===== src/include/emesh_cfg.svh =====
`ifndef EMESH_CFG_SVH
`define EMESH_CFG_SVH

// Packet layout from bit 0 upward:
// write(1) datamode(2) ctrlmode(4) spare(1) dstaddr(32) data(32) srcaddr(32)
`define EMESH_PW       104         // Flat packet width
`define EMESH_AW       32          // Address field width
`define EMESH_DW       32          // Data field width

`define EMESH_MEM_AW   8           // Word address bits, 256 words
`define EMESH_FIFO_AW  2           // Queue depth exponent, 4 entries

// Field offsets inside the packet
`define EMESH_WR_BIT   0           // Write flag
`define EMESH_DM_LSB   1           // Datamode
`define EMESH_CM_LSB   3           // Ctrlmode
`define EMESH_DST_LSB  8           // Destination address
`define EMESH_DAT_LSB  40          // Data
`define EMESH_SRC_LSB  72          // Source address

`endif


===== src/verilog/emesh_fifo.sv =====
`timescale 1ns/1ps
`default_nettype none
`include "emesh_cfg.svh"

module emesh_fifo #(
   parameter int DEPTH_AW = `EMESH_FIFO_AW               // Log2 of entries
) (
   input  wire                   clk,
   input  wire                   rst,
   // Writer side
   input  wire                   access_in,
   input  wire [`EMESH_PW-1:0]   packet_in,
   output logic                  wait_out,
   // Reader side, head shown without delay
   output logic                  access_out,
   output logic [`EMESH_PW-1:0]  packet_out,
   input  wire                   wait_in
);

   localparam int DEPTH = 1 << DEPTH_AW;

   logic [`EMESH_PW-1:0] mem [DEPTH];                    // Entry storage
   logic [DEPTH_AW-1:0]  wr_ptr;                         // Next free slot
   logic [DEPTH_AW-1:0]  rd_ptr;                         // Head slot
   logic [DEPTH_AW:0]    count;                          // Occupancy
   logic                 full;
   logic                 push;
   logic                 pop;

   assign full       = (count == DEPTH[DEPTH_AW:0]);
   assign access_out = (count != '0);                    // Head valid
   assign packet_out = mem[rd_ptr];
   assign wait_out   = full & wait_in;                   // Full but draining is ok
   assign push       = access_in & ~wait_out;
   assign pop        = access_out & ~wait_in;

   always_ff @(posedge clk) begin
      if (push)
         mem[wr_ptr] <= packet_in;                       // Payload, no reset
   end

   always_ff @(posedge clk) begin
      if (rst) begin
         wr_ptr <= '0;
         rd_ptr <= '0;
         count  <= '0;
      end else begin
         if (push)
            wr_ptr <= wr_ptr + 1'b1;                     // Wraps at depth
         if (pop)
            rd_ptr <= rd_ptr + 1'b1;
         if (push && !pop)
            count <= count + 1'b1;
         else if (pop && !push)
            count <= count - 1'b1;
      end
   end

   // A writer held off by a full queue keeps its packet until taken
   assert property (@(posedge clk) disable iff (rst)
      (access_in && wait_out) |=> access_in && $stable(packet_in))
      else $error("writer dropped or changed a stalled packet");

endmodule

`default_nettype wire


===== config.mk =====
export PLATFORM = sky130hd
export DESIGN_NAME = emesh_fifo
export DESIGN_NICKNAME = d
export VERILOG_FILES = /design/src/verilog/emesh_fifo.sv
export VERILOG_INCLUDE_DIRS = /design/src /design/src/include
export SDC_FILE = /design/constraint.sdc
export NUM_CORES = 1
export LEC_CHECK = 0
export BUFFER_PORTS_ARGS = -buffer_cell sky130_fd_sc_hd__clkbuf_2
export CORE_UTILIZATION = 45
export DETAILED_ROUTE_END_ITERATION = 10
export GPL_TIMING_DRIVEN = 0
export SKIP_LAST_GASP = 1
export SLEW_MARGIN = 30
export SYNTH_ARGS = -nofsm -noshare
export SYNTH_HDL_FRONTEND = slang
export SYNTH_SLANG_ARGS = --single-unit
export TNS_END_PERCENT = 10

===== constraint.sdc =====
create_clock -name clk -period 5.5 [get_ports clk]
set_clock_uncertainty 0.2 [all_clocks]
set_input_delay 0.275 -clock clk [delete_from_list [all_inputs] [get_ports clk]]
set_output_delay 0.275 -clock clk [all_outputs]
set_load 0.03 [all_outputs]

* Word-level counts from Yosys, hierarchy flattened *
Memories as Yosys holds them, arrays and structs flattened. A register that Yosys moved wholly into a read port is not among the register bits.
Cells that the tools add are included.

operators by class
  add/sub/neg operators = 4
  equality and inequality tests = 1
  mux-type cells = 6
  bitwise gates (word level) = 5
  reduce and logical (&&, ||, !) cells = 6

operators with widths
  operator                                          count
  2-to-1 mux 3 bit                                  2
  adder 2 x 1 -> 2 bit, second input constant       2
  2-to-1 mux 2 bit                                  2
  adder 3 x 1 -> 3 bit, second input constant       1
  bitwise AND 1 bit                                 3
  equality test 3 bit, second input constant        1
  nonzero test 3 bit                                1
  subtractor 3 x 1 -> 3 bit, second input constant  1
  logical AND 1 bit                                 2
  zero test 1 bit                                   2
  2-to-1 mux 1 bit                                  2
  inverter 1 bit                                    2
  nonzero test 2 bit                                1

storage, ports and cells
  bits in registers = 7
  memory bits (writable) = 416
  input bits = 108
  output and inout port bits = 106
  logic and storage cells = 26
  memories = 1

memories
  memory  depth  bits a word  read ports  clocked after memory_dff  write ports  RTL line          RTL
  mem     4      104          1           1                         1            emesh_fifo.sv:22  logic [`EMESH_PW-1:0] mem [DEPTH];

* Logic depth before layout (Yosys ltp) *
  depth in word-level cells = 8
  gate-level depth with buffers = 9
  depth with buffers taken out = 8

* Worst setup path after synthesis *
OpenSTA, ideal clock, no wires.

  path kind = reg2reg
  from = reg count[0]
  to = mem mem[0][0] in the netlist's numbering (enable)
  setup time = 0.475 ns
  arrival time = 3.414 ns
  data required time = 4.825 ns
  path slack = 1.411 ns
  stages on the path, launching flop included = 5
  path buffers = 1
  clock period less this slack = 4.089 ns
  path through = dfxtp_1 and4bb_2 nor2b_1 buf_2 and2_1

on the way
  longest elaborated chain between the ends = 6

RTL lines
  item                                    RTL line          RTL
  start: declaration                      emesh_fifo.sv:25  logic [DEPTH_AW:0] count;
  start signal: assignment                emesh_fifo.sv:53  count <= count + 1'b1;
  start signal: assignment                emesh_fifo.sv:55  count <= count - 1'b1;
  equality test 3 bit                     emesh_fifo.sv:30  assign full = (count == DEPTH[DEPTH_AW:0]);
  bitwise AND 1 bit                       emesh_fifo.sv:33  assign wait_out = full & wait_in;
  net wait_out                            emesh_fifo.sv:13  output logic wait_out,
  inverter 1 bit                          emesh_fifo.sv:34  assign push = access_in & ~wait_out;
  bitwise AND 1 bit                       emesh_fifo.sv:34
  net push                                emesh_fifo.sv:27  logic push;
  2-to-1 mux 1 bit                        emesh_fifo.sv:38  if (push)
  2-to-1 mux 1 bit (implied by the code)  emesh_fifo.sv:39  mem[wr_ptr] <= packet_in;
  end: declaration                        emesh_fifo.sv:22

The timed path passes the listed nets, and every way through them passes these cells.

==> summary.md <==
| Metric | Value |
|---|---|
| Status | `complete, no violations` |
| Required time worst endpoint | `5.03 ns` |
| Num Clock Sinks | `425` |
| Initial Util | `46.0%` |
| DR iter-0 viols | `315` |
| YS warnings | `0` |
| H-Tree Depth | `2` |
| Static Leak | `0.00675 µW` |
| Critical path peak fanout | `10` |
| Startpoint Class | `flip-flop` |
| Final WL | `28,900 µm` |
| Max-Cap Viols | `0` |
| CTS max path bufs | `3` |
| Crit Path Class | `reg2out` |
| Number of synthesized flops with an enable pin | `416` |
| First-pass GRT wire length | `45,200 µm` |
| I/O pins | `214` |
| Rows | `67` |
| Relative slew slack | `57.1%` |
| FF+latch count, synth | `425` |
| Pre-CTS setup slack | `2.88 ns` |
| Gr usage total | `16.8%` |
| Fraction of registers with async set/reset | `0%` |
| Max Fclk | `346 MHz` |
| Distinct cell type count after synthesis | `23` |
| Pin count of the biggest net entering global routing | `40` |
| Vias in the first global route | `8,182` |
| Max-slew violation count | `0` |
| Syn nets | `709` |
| PortBufs | `212` |
| DRC | `0` |
| Final period utilization | `52.6%` |
| Share of cells above drive strength 1 | `40.5%` |
| Gr ovfl total | `0` |
| Total CTS buffers | `43` |
| Vias per cell | `5.14` |
| Detail Route Antenna Nets | `0` |
| Worst-path clk slew | `0.06 ns` |
| DP Wirelength | `17,700 µm` |
| Via count | `7,448` |
| Hold Crit Class | `in2reg` |
| Critical-path cell list | `clkbuf_1, buf_2, buf_2, mux4_2, clkbuf_2` |
| Top post-synthesis cells by area | `edfxtp_1, mux4_2, dfxtp_1` |
| Synth area leader | `edfxtp_1` |
| Most frequent CP cell | `buf_2` |
| CTS resizes | `0` |
| Root buf cell | `clkbuf_16` |
| # nets final | `1,081` |
| Core Region | `0.0337 mm²` |
| Setup ws final | `2.61 ns` |
| Post-synth top area share | `80.6%` |
| Sequential fraction of the synthesis area | `81.7%` |
| Critical Path Slowest Stage Cell | `buf_2` |
| Critical Path Max Stage Delay | `0.37 ns` |
| Top_reg_cell synth | `edfxtp_1` |
| RSZ-0062 raised after global routing | `false` |
| Top delay family on crit path | `buffers and inverters` |
| CTS tree | `yes` |
| Hold Buf Count CTS | `107` |
| Drt first pass iters | `4` |
| Top-count cell post-synth | `edfxtp_1` |
| # setup viols final | `0` |
| Diode count | `0` |
| Placer Congestion | `0.720` |
| Placed Area | `0.0173 mm²` |
| Clk_lat worst skew | `0.53 ns` |
| Post-route minimum period | `2.89 ns` |
| Die W | `188 µm` |
| Post-CTS Setup Repair Bufs | `0` |
| Die footprint | `0.0352 mm²` |
| List of most frequent post-synthesis cells | `edfxtp_1, mux4_2, buf_2, dfxtp_1, buf_8` |
| Mapped cell area | `0.0155 mm²` |
| Critical path buffers and inverters | `4` |
| Arr. time, crit path | `2.42 ns` |
| Worst slew pin tran | `0.643 ns` |
| Syn avg cell area | `26.1 µm²` |
| Finished Cell Area | `0.0197 mm²` |
| Area Overhead vs Synth | `27.1%` |
| Height of the chip | `188 µm` |
| Final-report hold violation count | `0` |
| FILL cells | `2,499` |
| Wire per inst | `20.0 µm` |
| VDD IR max | `0.000305 V` |
| Initial antenna violation count | `0` |
| PD cells | `438 mW/mm²` |
| Post-synthesis cell count | `595` |
| Crit end category | `output pin` |
-- area by class of cell --
cell class | instances | area (µm²) | share of cell area, %
multi-input combinational | 140 | 2630 | 13.3
tap | 448 | 561 | 2.84
inverter | 4 | 15.0 | 0.0762
sequential | 425 | 12700 | 64.3
timing repair buffer | 327 | 2320 | 11.8
buffer | 26 | 199 | 1.01
clock inverter | 23 | 150 | 0.762
clock buffer | 55 | 1160 | 5.90
-- kinds of logic after synthesis --
kind of cell               Yosys count  share of synthesized area, %
xor gates and xnor gates             2                         0.113
DFF                                425                          81.7
adders and majority gates            6                         0.533
AOI/OAI and AO/OA                    7                         0.226
muxes                              107                          15.3
and+or+nand+nor                     18                         0.694
buffers and inverters               30                          1.38
-- cells in the final DEF, fill, tap and decap left out, drive strengths merged --
| master | Yosys | routed |
|---|---|---|
| and4bb | 1 | 1 |
| ha | 5 | 5 |
| o21ai | 3 | 3 |
| clkinv | 0 | 20 |
| fa | 1 | 1 |
| clkbuf | 6 | 273 |
| and2 | 4 | 4 |
| inv | 4 | 4 |
| edfxtp | 416 | 416 |
| bufinv | 0 | 2 |
| a21oi | 4 | 4 |
| xor2 | 2 | 2 |
| mux4 | 104 | 104 |
| dfxtp | 9 | 9 |
| nor2b | 1 | 1 |
| mux2 | 1 | 1 |
| clkinvlp | 0 | 1 |
| or2 | 1 | 1 |
| or3 | 3 | 3 |
| nand2b | 3 | 3 |
| dlygate4sd3 | 0 | 107 |
| nor3 | 1 | 1 |
| buf | 20 | 28 |
| nor2 | 4 | 4 |
| mux2i | 2 | 2 |
-- stage by stage --
stage                     hold WS [ns]  setup TNS (ns)  utilization, %  power (µW)  instances
final                            0.110               0            58.5        8620       1448
after global routing             0.122               0            58.5        8950       1448
after CTS                       0.0794               0            58.5        8730       1448
after detailed placement         0.297               0            51.4        5980       1263
after global placement           0.273         -164.33            50.8        5930       1255
after floorplan                  0.174               0               -        5390        595
-- worst min-delay path, cell delays in order --
cell	delay, ns
clkbuf_2	0.09
nor2b_1	0.12
buf_2	0.17
mux2i_1	0.13
-- state kept, by name (all words and copies together), names as in the netlist, named ones only --
| name | cells |
|---|---|
| wr_ptr | 2 |
| mem | 416 |
| rd_ptr | 2 |
| count | 3 |
-- worst paths after layout --
kind,slack (ns),depth (start not counted),startpoint,to
worst min-delay path,0.11,4,access_in,wr_ptr[1]
worst max-delay path,2.61,5,flip-flop,packet_out[83]
worst max register to register,2.79,8,count[1],count[2]
worst min register to register,0.32,2,rd_ptr[1],rd_ptr[1]
-- where the power goes --
group          leakage, µW  switching [µW]  internal [µW]  total (µW)
clock             0.000640            1110           1580        2690
sequential         0.00389            63.4           3840        3910
combinational      0.00222            1240            789        2030
-- layer usage --
layer  vias to the layer above  part of all wire, %  track usage (%)
met5                         -                    0                0
met4                         0                  2.0             4.75
met3                        44                  5.8             3.52
met2                       212                   51             28.9
met1                      3874                   41             21.6
li1                       3318                    -                -
No activity file was read; power rests on OpenSTA's default activity.
