$ cat config.mk
export PLATFORM = sky130hd
export DESIGN_NAME = emesh_arbiter
export DESIGN_NICKNAME = d
export VERILOG_FILES = /design/src/verilog/emesh_pkg.sv /design/src/verilog/emesh_arbiter.sv
export VERILOG_INCLUDE_DIRS = /design/src /design/src/include
export SDC_FILE = /design/constraint.sdc
export NUM_CORES = 1
export LEC_CHECK = 0
export ABC_AREA = 1
export BUFFER_PORTS_ARGS = -buffer_cell sky130_fd_sc_hd__buf_2
export CORE_AREA = 4 4 122 124
export CTS_CLUSTER_SIZE = 24
export DETAILED_ROUTE_END_ITERATION = 16
export DIE_AREA = 0 0 126 128
export PLACE_DENSITY = 0.46
export SETUP_SLACK_MARGIN = 0.1
export SLEW_MARGIN = 5
export SYNTH_ARGS = -nofsm -noshare
export SYNTH_HDL_FRONTEND = slang
export SYNTH_SLANG_ARGS = --single-unit
export TNS_END_PERCENT = 30
$ cat constraint.sdc
create_clock -name clk -period 2.8 [get_ports clk]
set_clock_uncertainty 0.05 [all_clocks]
set_input_delay 0.28 -clock clk [delete_from_list [all_inputs] [get_ports clk]]
set_output_delay 0.28 -clock clk [all_outputs]
set_load 0.01 [all_outputs]
$ cat src/include/emesh_cfg.svh
`ifndef EMESH_CFG_SVH
`define EMESH_CFG_SVH

// Packet layout from bit 0 upward:
// write(1) datamode(2) ctrlmode(4) spare(1) dstaddr(32) data(32) srcaddr(32)
`define EMESH_PW       104         // Flat packet width
`define EMESH_AW       32          // Address field width
`define EMESH_DW       32          // Data field width

`define EMESH_MEM_AW   8           // Word address bits, 256 words
`define EMESH_FIFO_AW  2           // Queue depth exponent, 4 entries

// Field offsets inside the packet
`define EMESH_WR_BIT   0           // Write flag
`define EMESH_DM_LSB   1           // Datamode
`define EMESH_CM_LSB   3           // Ctrlmode
`define EMESH_DST_LSB  8           // Destination address
`define EMESH_DAT_LSB  40          // Data
`define EMESH_SRC_LSB  72          // Source address

`endif

$ cat src/verilog/emesh_pkg.sv
`default_nettype none

package emesh_pkg;

   //##########################################################################
   // Request fields
   //##########################################################################

   // Opcode lives in the packet's write flag
   typedef enum logic {
      OP_READ  = 1'b0,                 // Read request, returns a response
      OP_WRITE = 1'b1                  // Write request, no response
   } emesh_op_e;

   // Access size
   typedef enum logic [1:0] {
      DMODE_BYTE   = 2'b00,            // 8 bit lane
      DMODE_HALF   = 2'b01,            // 16 bit lane, addr bit 1 picks half
      DMODE_WORD   = 2'b10,            // Whole 32 bit word
      DMODE_DOUBLE = 2'b11             // 64 bit, not supported here
   } emesh_dmode_e;

   //##########################################################################
   // Arbiter
   //##########################################################################

   typedef enum logic [1:0] {
      ARB_IDLE  = 2'b00,               // Nothing granted
      ARB_WRITE = 2'b01,               // Write queue owns memory
      ARB_READ  = 2'b10                // Read queue owns memory
   } arb_state_e;

endpackage

`default_nettype wire

$ cat src/verilog/emesh_arbiter.sv
`timescale 1ns/1ps
`default_nettype none
`include "emesh_cfg.svh"

module emesh_arbiter (
   input  wire                   clk,
   input  wire                   rst,
   // Write queue head
   input  wire                   wr_access,
   input  wire [`EMESH_PW-1:0]   wr_packet,
   output logic                  wr_wait,
   // Read queue head
   input  wire                   rd_access,
   input  wire [`EMESH_PW-1:0]   rd_packet,
   output logic                  rd_wait,
   // Shared memory port
   output logic                  mem_access,
   output logic [`EMESH_PW-1:0]  mem_packet,
   input  wire                   mem_wait
);

   import emesh_pkg::*;

   arb_state_e cur_grant;                                // Grant this cycle
   arb_state_e last_grant;                               // Grant of previous cycle
   logic       stall_q;                                  // Previous grant was stalled

   // Write first, but a stalled grant is kept so the packet stays put
   always_comb begin
      if (stall_q)
         cur_grant = last_grant;                         // Hold the owner
      else if (wr_access)
         cur_grant = ARB_WRITE;                          // Writes win
      else if (rd_access)
         cur_grant = ARB_READ;
      else
         cur_grant = ARB_IDLE;
   end

   assign mem_access = (cur_grant != ARB_IDLE);
   assign mem_packet = (cur_grant == ARB_READ) ? rd_packet : wr_packet;
   assign wr_wait    = mem_wait | (cur_grant == ARB_READ);  // Loser waits
   assign rd_wait    = mem_wait | (cur_grant == ARB_WRITE);

   always_ff @(posedge clk) begin
      if (rst) begin
         last_grant <= ARB_IDLE;
         stall_q    <= 1'b0;
      end else begin
         last_grant <= cur_grant;
         stall_q    <= mem_access & mem_wait;            // Not taken this edge
      end
   end

   // A stalled owner keeps its head and its payload on the next cycle
   assert property (@(posedge clk) disable iff (rst)
      (mem_access && mem_wait) |=>
         ((last_grant == ARB_READ) ? rd_access : wr_access) && $stable(mem_packet))
      else $error("granted packet changed while stalled");

endmodule

`default_nettype wire

# == After elaboration in Yosys (flattened, before gate mapping) ==
# Index checks and enable logic that the tools add are counted.
# totals
rom_bits,0
output_inout_bits,107
elab_cells,12
input_bits,213
ramBits,0
memories,0
latch_bits,0
ff_bits,3
# classes
n_eq_ne,2
order_cmp,0
multipliers,0
shifts,0
muxes,4
bitwise_logic,3
n_div,0
n_addsub,0
reduce_logical,1
# ops
op,n
$mux W104,1
$mux W2,3
$eq A2 B1 Y1 const B,1
$eq A2 B2 Y1 const B,1
$or A1 B1 Y1,2
$reduce_bool A2 Y1,1
$and A1 B1 Y1,1

# == Longest topological paths before layout ==
# Gate-level depths: netlist of the first run.
# logic_depth
ltp_word,5
mapped_depth,8
depth_no_buf,6

# == Worst setup path after synthesis of the first run ==
# Ideal clock, no wire load.
# synth_timing
kind,register to output
startpoint,register stall_q
endpoint,output mem_packet[73]
path_buffers,2
required_ns,2.470
slack_ns,1.376
t_arrival_ns,1.094
stages_incl_launch_ff,8
path_cell_list,dfxtp_1 > nor2_2 > nand2_2 > nand2_2 > buf_4 > buf_2 > nand3_1 > nand2_1
# synth_between
elab_chain_len,3
# synth_lines
element,line_no,text
"start, declared",emesh_arbiter.sv:26,logic stall_q;
"start signal, assigned",emesh_arbiter.sv:51,stall_q <= mem_access & mem_wait;
$mux W2,emesh_arbiter.sv:30,if (stall_q)
$eq A2 B2 Y1,emesh_arbiter.sv:41,assign mem_packet = (cur_grant == ARB_READ) ? rd_packet : wr_packet;
$mux W104,emesh_arbiter.sv:41,
"end, declared",emesh_arbiter.sv:18,"output logic [`EMESH_PW-1:0] mem_packet,"
# Every way passes these cells.

# == Worst setup path in the final report of the first run ==
# layout_timing
startpoint,register stall_q
endpoint,output mem_packet[40]
# Same word-level chain as after synthesis.

==> results of run 1 <==
==> metal layers <==
metal | wire length (um) | track usage [%] | up-vias
met1 | 4140 | 14.4 | 1401
li1 | - | - | 1758
met3 | 753 | 1.25 | 10
met4 | 70 | 1.39 | 0
met2 | 5510 | 20.8 | 148
met5 | 0 | 0 | -
==> critical path: stages, from the launching register on <==
cell and delay (ns):
dfxtp_1 0.36, nor2_2 0.06, inv_1 0.08, nand2_4 0.16, nand2_4 0.29, buf_12 0.25
nand2_1 0.08, nand2_1 0.09, buf_2 0.14
==> registers in the layout, indices dropped and copies added, names as in the netlist <==
| name | flops |
|---|---|
| last_grant | 2 |
| stall_q | 1 |
==> layout by cell type (no fill, tap or decap) <==
master,netlist,layout
buf_2,17,319
nand2_1,212,212
nand3_1,105,105
inv_1,4,4
buf_12,0,4
nand2_4,0,3
clkbuf_16,0,3
dfxtp_1,3,3
nor2_1,2,2
nor2_2,1,1
nand2_2,4,1
o21ai_0,1,1
a21oi_1,1,1
clkbuf_1,1,1
buf_4,8,1
==> metrics by stage <==
| step | cells | cell area, um2 | power, uW |
|---|---|---|---|
| finish | 841 | 3450 | 892 |
| global route | 841 | 3450 | 971 |
| CTS | 841 | 3450 | 904 |
| detailed placement | 837 | 3370 | 672 |
| global placement | 837 | 3370 | 678 |
| floorplan | 366 | 1670 | 357 |
==> kinds of logic after synthesis <==
| logic type | synth area share, % |
|---|---|
| and+or+nand+nor | 81.7 |
| buffers and inverters | 14.1 |
| DFF | 3.61 |
| AOI/OAI and AO/OA | 0.600 |
==> final cells by class <==
type,count,area (um2)
fill,1642,10300
timing repair buffer,324,1680
multi-input combinational,326,1390
tap,180,225
clock buffer,4,78.8
sequential,3,60.1
inverter,4,15.0
==> power by group through the flow <==
| stage | clock, uW | combinational [uW] | sequential (uW) |
|---|---|---|---|
| 2_1_floorplan | 0 | 310 | 47.3 |
| 3_3_place_gp | 0 | 630 | 47.6 |
| 3_5_place_dp | 0 | 625 | 47.7 |
| 4_1_cts | 230 | 627 | 47.2 |
| 5_1_grt | 236 | 688 | 47.3 |
| 6_report | 227 | 618 | 47.0 |
==> worst paths after layout <==
path                  from              to  slack (ns)  cells after the start
max                stall_q  mem_packet[40]        0.69                      8
min                    rst   last_grant[1]        0.21                      2
max reg2reg        stall_q         stall_q        1.64                      6
min reg2reg  last_grant[1]   last_grant[1]        0.50                      2
==> metrics, run 1 <==
outcome finished clean; unrepaired setup endpoints after global routing no; Static Leak 0.00231 uW; clock-pin transition on the worst setup and hold timing paths 0.03 ns; via count of the first global-routing pass 3019; synth warn 0; DR vias/cell 3.94; Peak Freq 474 MHz; switching part of the total 43.1%; cell area power density 259 nW/um2; Clock power frac 25.4%; Fin Hold WS 0.205 ns; hpwl dp 8.39 mm; syn avg cell area 4.55 um2; Slew Viols, Final 0; H-tree Lvls 1; overall routing resource usage 11.2%; ys async rst share 0%; Post-Syn Area 1670 um2; DRT Pass-1 Iters 5; clock buffer depth 2; die height 128 um; Setup crit end kind primary output; # diodes 0; largest net degree at the start of global routing 106; PortBufs 319; DRT antenna net count 0; Syn-to-layout area delta 107%; WS Path Type register to primary output; CTS buffer count 3; Synth cell types 14; flops & latches, synth 3; antenna violations before repair 0; Hold Fails Final Rpt 0; Post-Route Utilization 25.0%; CTS Hold Bufs 0; Iteration-0 DRC Markers 132; Hold Crit Class primary input to register; wirelength, routed 10.5 mm; clk_lat worst skew 0.22 ns; total clock sinks 3; Int Pwr 508 uW; Post-synth top cells nand2_1, nand3_1, buf_2, buf_4, buf_6; Worst-Margin Slew 0.444 ns; Final GP Congestion 0.831; nets@finish 875; Main synth FF type dfxtp_1; Worst VDD drop 198 uV; num rows 43; Post-Place Setup Slack 0.858 ns; final worst path period share 75.4%; Syn Inst Count 366; fin worst setup slack 0.689 ns; Root Driver clkbuf_16; DRC 0; Top-Level Pins 320; Worst EP required 2.47 ns; # resized after CTS 0; DIE WIDTH 126 um; Combinational Power Share 69.3%; Startpoint Class register; starting density of the core 12.1%; CP max FO 43; syn nets 579; Seq pwr share 5.3%; max cap viols 0; Slew Limit Headroom 70.4%; layout cells sized above 1 50.2%; leading area contributor after synthesis nand2_1; Finish-stage setup viols 0; buffer count from post-CTS setup fixing 0; CTS tree yes; count leader, synth nand2_1; crit path DAT 1.78 ns; sequential share of the synthesized area 3.61%; Die ar. 16100 um2; Sw Pwr 384 uW; TNS Setup 0 ns; Overflow after GRT 0; first-pass GRT wire length 15.4 mm; total core area 13800 um2; Synth top area share 47.8%; routed length per instance 12.5 um; ranking of synthesized cells by area nand2_1, nand3_1, buf_2; Final min period 2.11 ns; EDFF count, synth 0; via total after detailed routing 3317
Power figures use the tool's default switching activity.
==> run 2, diff against run 1 <==
CORE_AREA = 4 4 121 123   (was 4 4 122 124)
DIE_AREA = 0 0 125 127   (was 0 0 126 128)
PLACE_DENSITY = 0.48   (was 0.46)
clock period = 1.9 ns   (was 2.8 ns; I/O delays follow)
==> run 2 against run 1 <==
  * Sequential share of layout area decreased by 0.15 points
  * Design area up 12%
  * Register-to-register slack worse by 1.0 ns
  * Clock power up 48%
  * Hold slack lost 0.095 ns
  * Largest power group unchanged
  * Highest routed layer unchanged
==> metrics, run 2 (synthesis results as in run 1) <==
CTS tree yes; Worst VDD drop 726 uV (+270%); nets@finish 890 (+1.7%); die height 127 um (-0.78%); CTS buffer count 3 (unchanged); Startpoint Class register; crit path DAT 1.51 ns (-0.27 ns); outcome finished clean; max cap viols 0 (unchanged); overall routing resource usage 11.5% (+0.32 points); Top-Level Pins 320 (unchanged); total core area 13700 um2 (-0.78%); hpwl dp 8.66 mm (+3.2%); Root Driver clkbuf_16; Static Leak 0.00250 uW (+8.0%); Worst EP required 1.66 ns (-0.81 ns); R2R Setup Slk 0.64 ns (-1.00 ns); WS Path Type register to primary output; commonest cells after routing, fill and taps aside buf_2, nand2_1, nand3_1, clkbuf_16, buf_16; CP bufs+invs 2 (-1); DRC 0 (unchanged); Overflow after GRT 0 (unchanged); Final min period 1.75 ns; cell area power density 387 nW/um2 (+49%); unrepaired setup endpoints after global routing yes; critical path, cell by cell nor2_4 -> nand2_4 -> nand2_8 -> nand2_8 -> clkbuf_16 -> nand2_1 -> nand2_1 -> buf_2; DIE WIDTH 125 um (-0.79%); Slew Limit Headroom 89.2% (+19 points); critical path's slowest cell dfxtp_2; fin worst setup slack 0.150 ns (-0.539 ns); final worst path period share 92.1%; clock buffer depth 2 (unchanged); TNS Setup 0 ns (unchanged); DR vias/cell 4.08 (+3.5%); Hold Fails Final Rpt 0 (unchanged); Reg with most FFs last_grant; via total after detailed routing 3496 (+5.4%); Setup crit end kind primary output; num rows 43 (unchanged); delay-heaviest family, CP simple AND/OR/NAND/NOR gates; Peak Freq 572 MHz; first-pass GRT wire length 15.4 mm (about the same); DRT antenna net count 0 (unchanged); Slew Viols, Final 0 (unchanged); Post-Route Utilization 28.2% (+3.2 points); CP max FO 13 (-70%); commonest non-fill, non-tap cell in the layout buf_2; # diodes 0 (unchanged); H-tree Lvls 1 (unchanged); max incr delay on CP 0.33 ns (-0.03 ns); routed length per instance 15.4 um (+23%); Die ar. 15900 um2 (-1.6%); Final GP Congestion 0.814 (-2.0%); clock-pin transition on the worst setup and hold timing paths 0.03 ns (about the same); largest net degree at the start of global routing 62 (-42%); wirelength, routed 13.2 mm (+26%); max reg flops 2 (unchanged); Post-Place Setup Slack 0.379 ns (-0.479 ns); Hold Crit Class primary input to register; via count of the first global-routing pass 2922 (-3.2%); layout cells sized above 1 52.2% (+2.0 points); Finish-stage setup viols 0 (unchanged); total chip power 1490 uW (+67%); DRT Pass-1 Iters 4 (-1); PortBufs 319 (unchanged); Syn-to-layout area delta 132%; antenna violations before repair 0 (unchanged); clk_lat worst skew 0.23 ns (about the same); Regs by FF count last_grant (2), stall_q (1); total clock sinks 3 (unchanged); starting density of the core 12.2% (+0.095 points); Worst-Margin Slew 0.161 ns (-0.283 ns); Iteration-0 DRC Markers 198 (+50%)
## run 2: cell types whose count changed in the layout (fill, tap and decap cells not counted), sizes merged
cell | before | now
nand2 | 216 | 217
buf | 324 | 329
clkbuf | 4 | 13
## run 2: layout make-up
| cell class | count | area, um2 |
|---|---|---|
| Multi-Input combinational cell | 327 | 1440 |
| Fill cell | 1601 | 9810 |
| Clock buffer | 4 | 78.8 |
| Tap cell | 180 | 225 |
| Sequential cell | 3 | 61.3 |
| Inverter | 4 | 15.0 |
| Timing Repair Buffer | 338 | 2030 |
## run 2: worst paths after layout
kind	start	to	depth (start not counted)
setup / recovery	stall_q	mem_packet[55]	8
hold / removal	rst	last_grant[1]	2
setup reg to reg	stall_q	stall_q	7
hold reg to reg	last_grant[1]	last_grant[1]	2
## run 2: per-stage QoR
stage,instances,hold WS (ns),cell area (um2)
finish,856,0.110,3860
global route,856,0.122,3860
CTS,842,0.103,3480
detailed placement,838,0.340,3400
global placement,838,0.348,3400
floorplan,366,0.209,1670
## run 2: repair_timing
action	in CTS	in global routing
gates resized for setup	0	18
buffers inserted	0	1
hold buffers	0	0
endpoints found under the setup margin	0	56
## run 2: where the power goes
group	total, uW	leakage [uW]	switching (uW)	internal (uW)
clock network	336	0.0000382	59.1	277
logic	1080	0.00243	581	503
registers	70.6	0.0000251	2.81	67.7
total	1490	0.00250	643	848
## run 2: layer usage
metal  share of wire, %  global-route usage, %  routed length [um]  up-vias
li1                   -                      -                   -     1796
met1                 41                   15.4                5340     1539
met2                 52                   20.5                6780      153
met3                7.3                   1.84                 966        8
met4               0.52                   1.02                  68        0
met5                  0                      0                   0        -
## run 2: worst register-to-register path: cells and delay by family, from the launching register on
kind,cells,cell delay [ns]
buf+inv,3,0.31
flops,1,0.33
simple gates,4,0.46
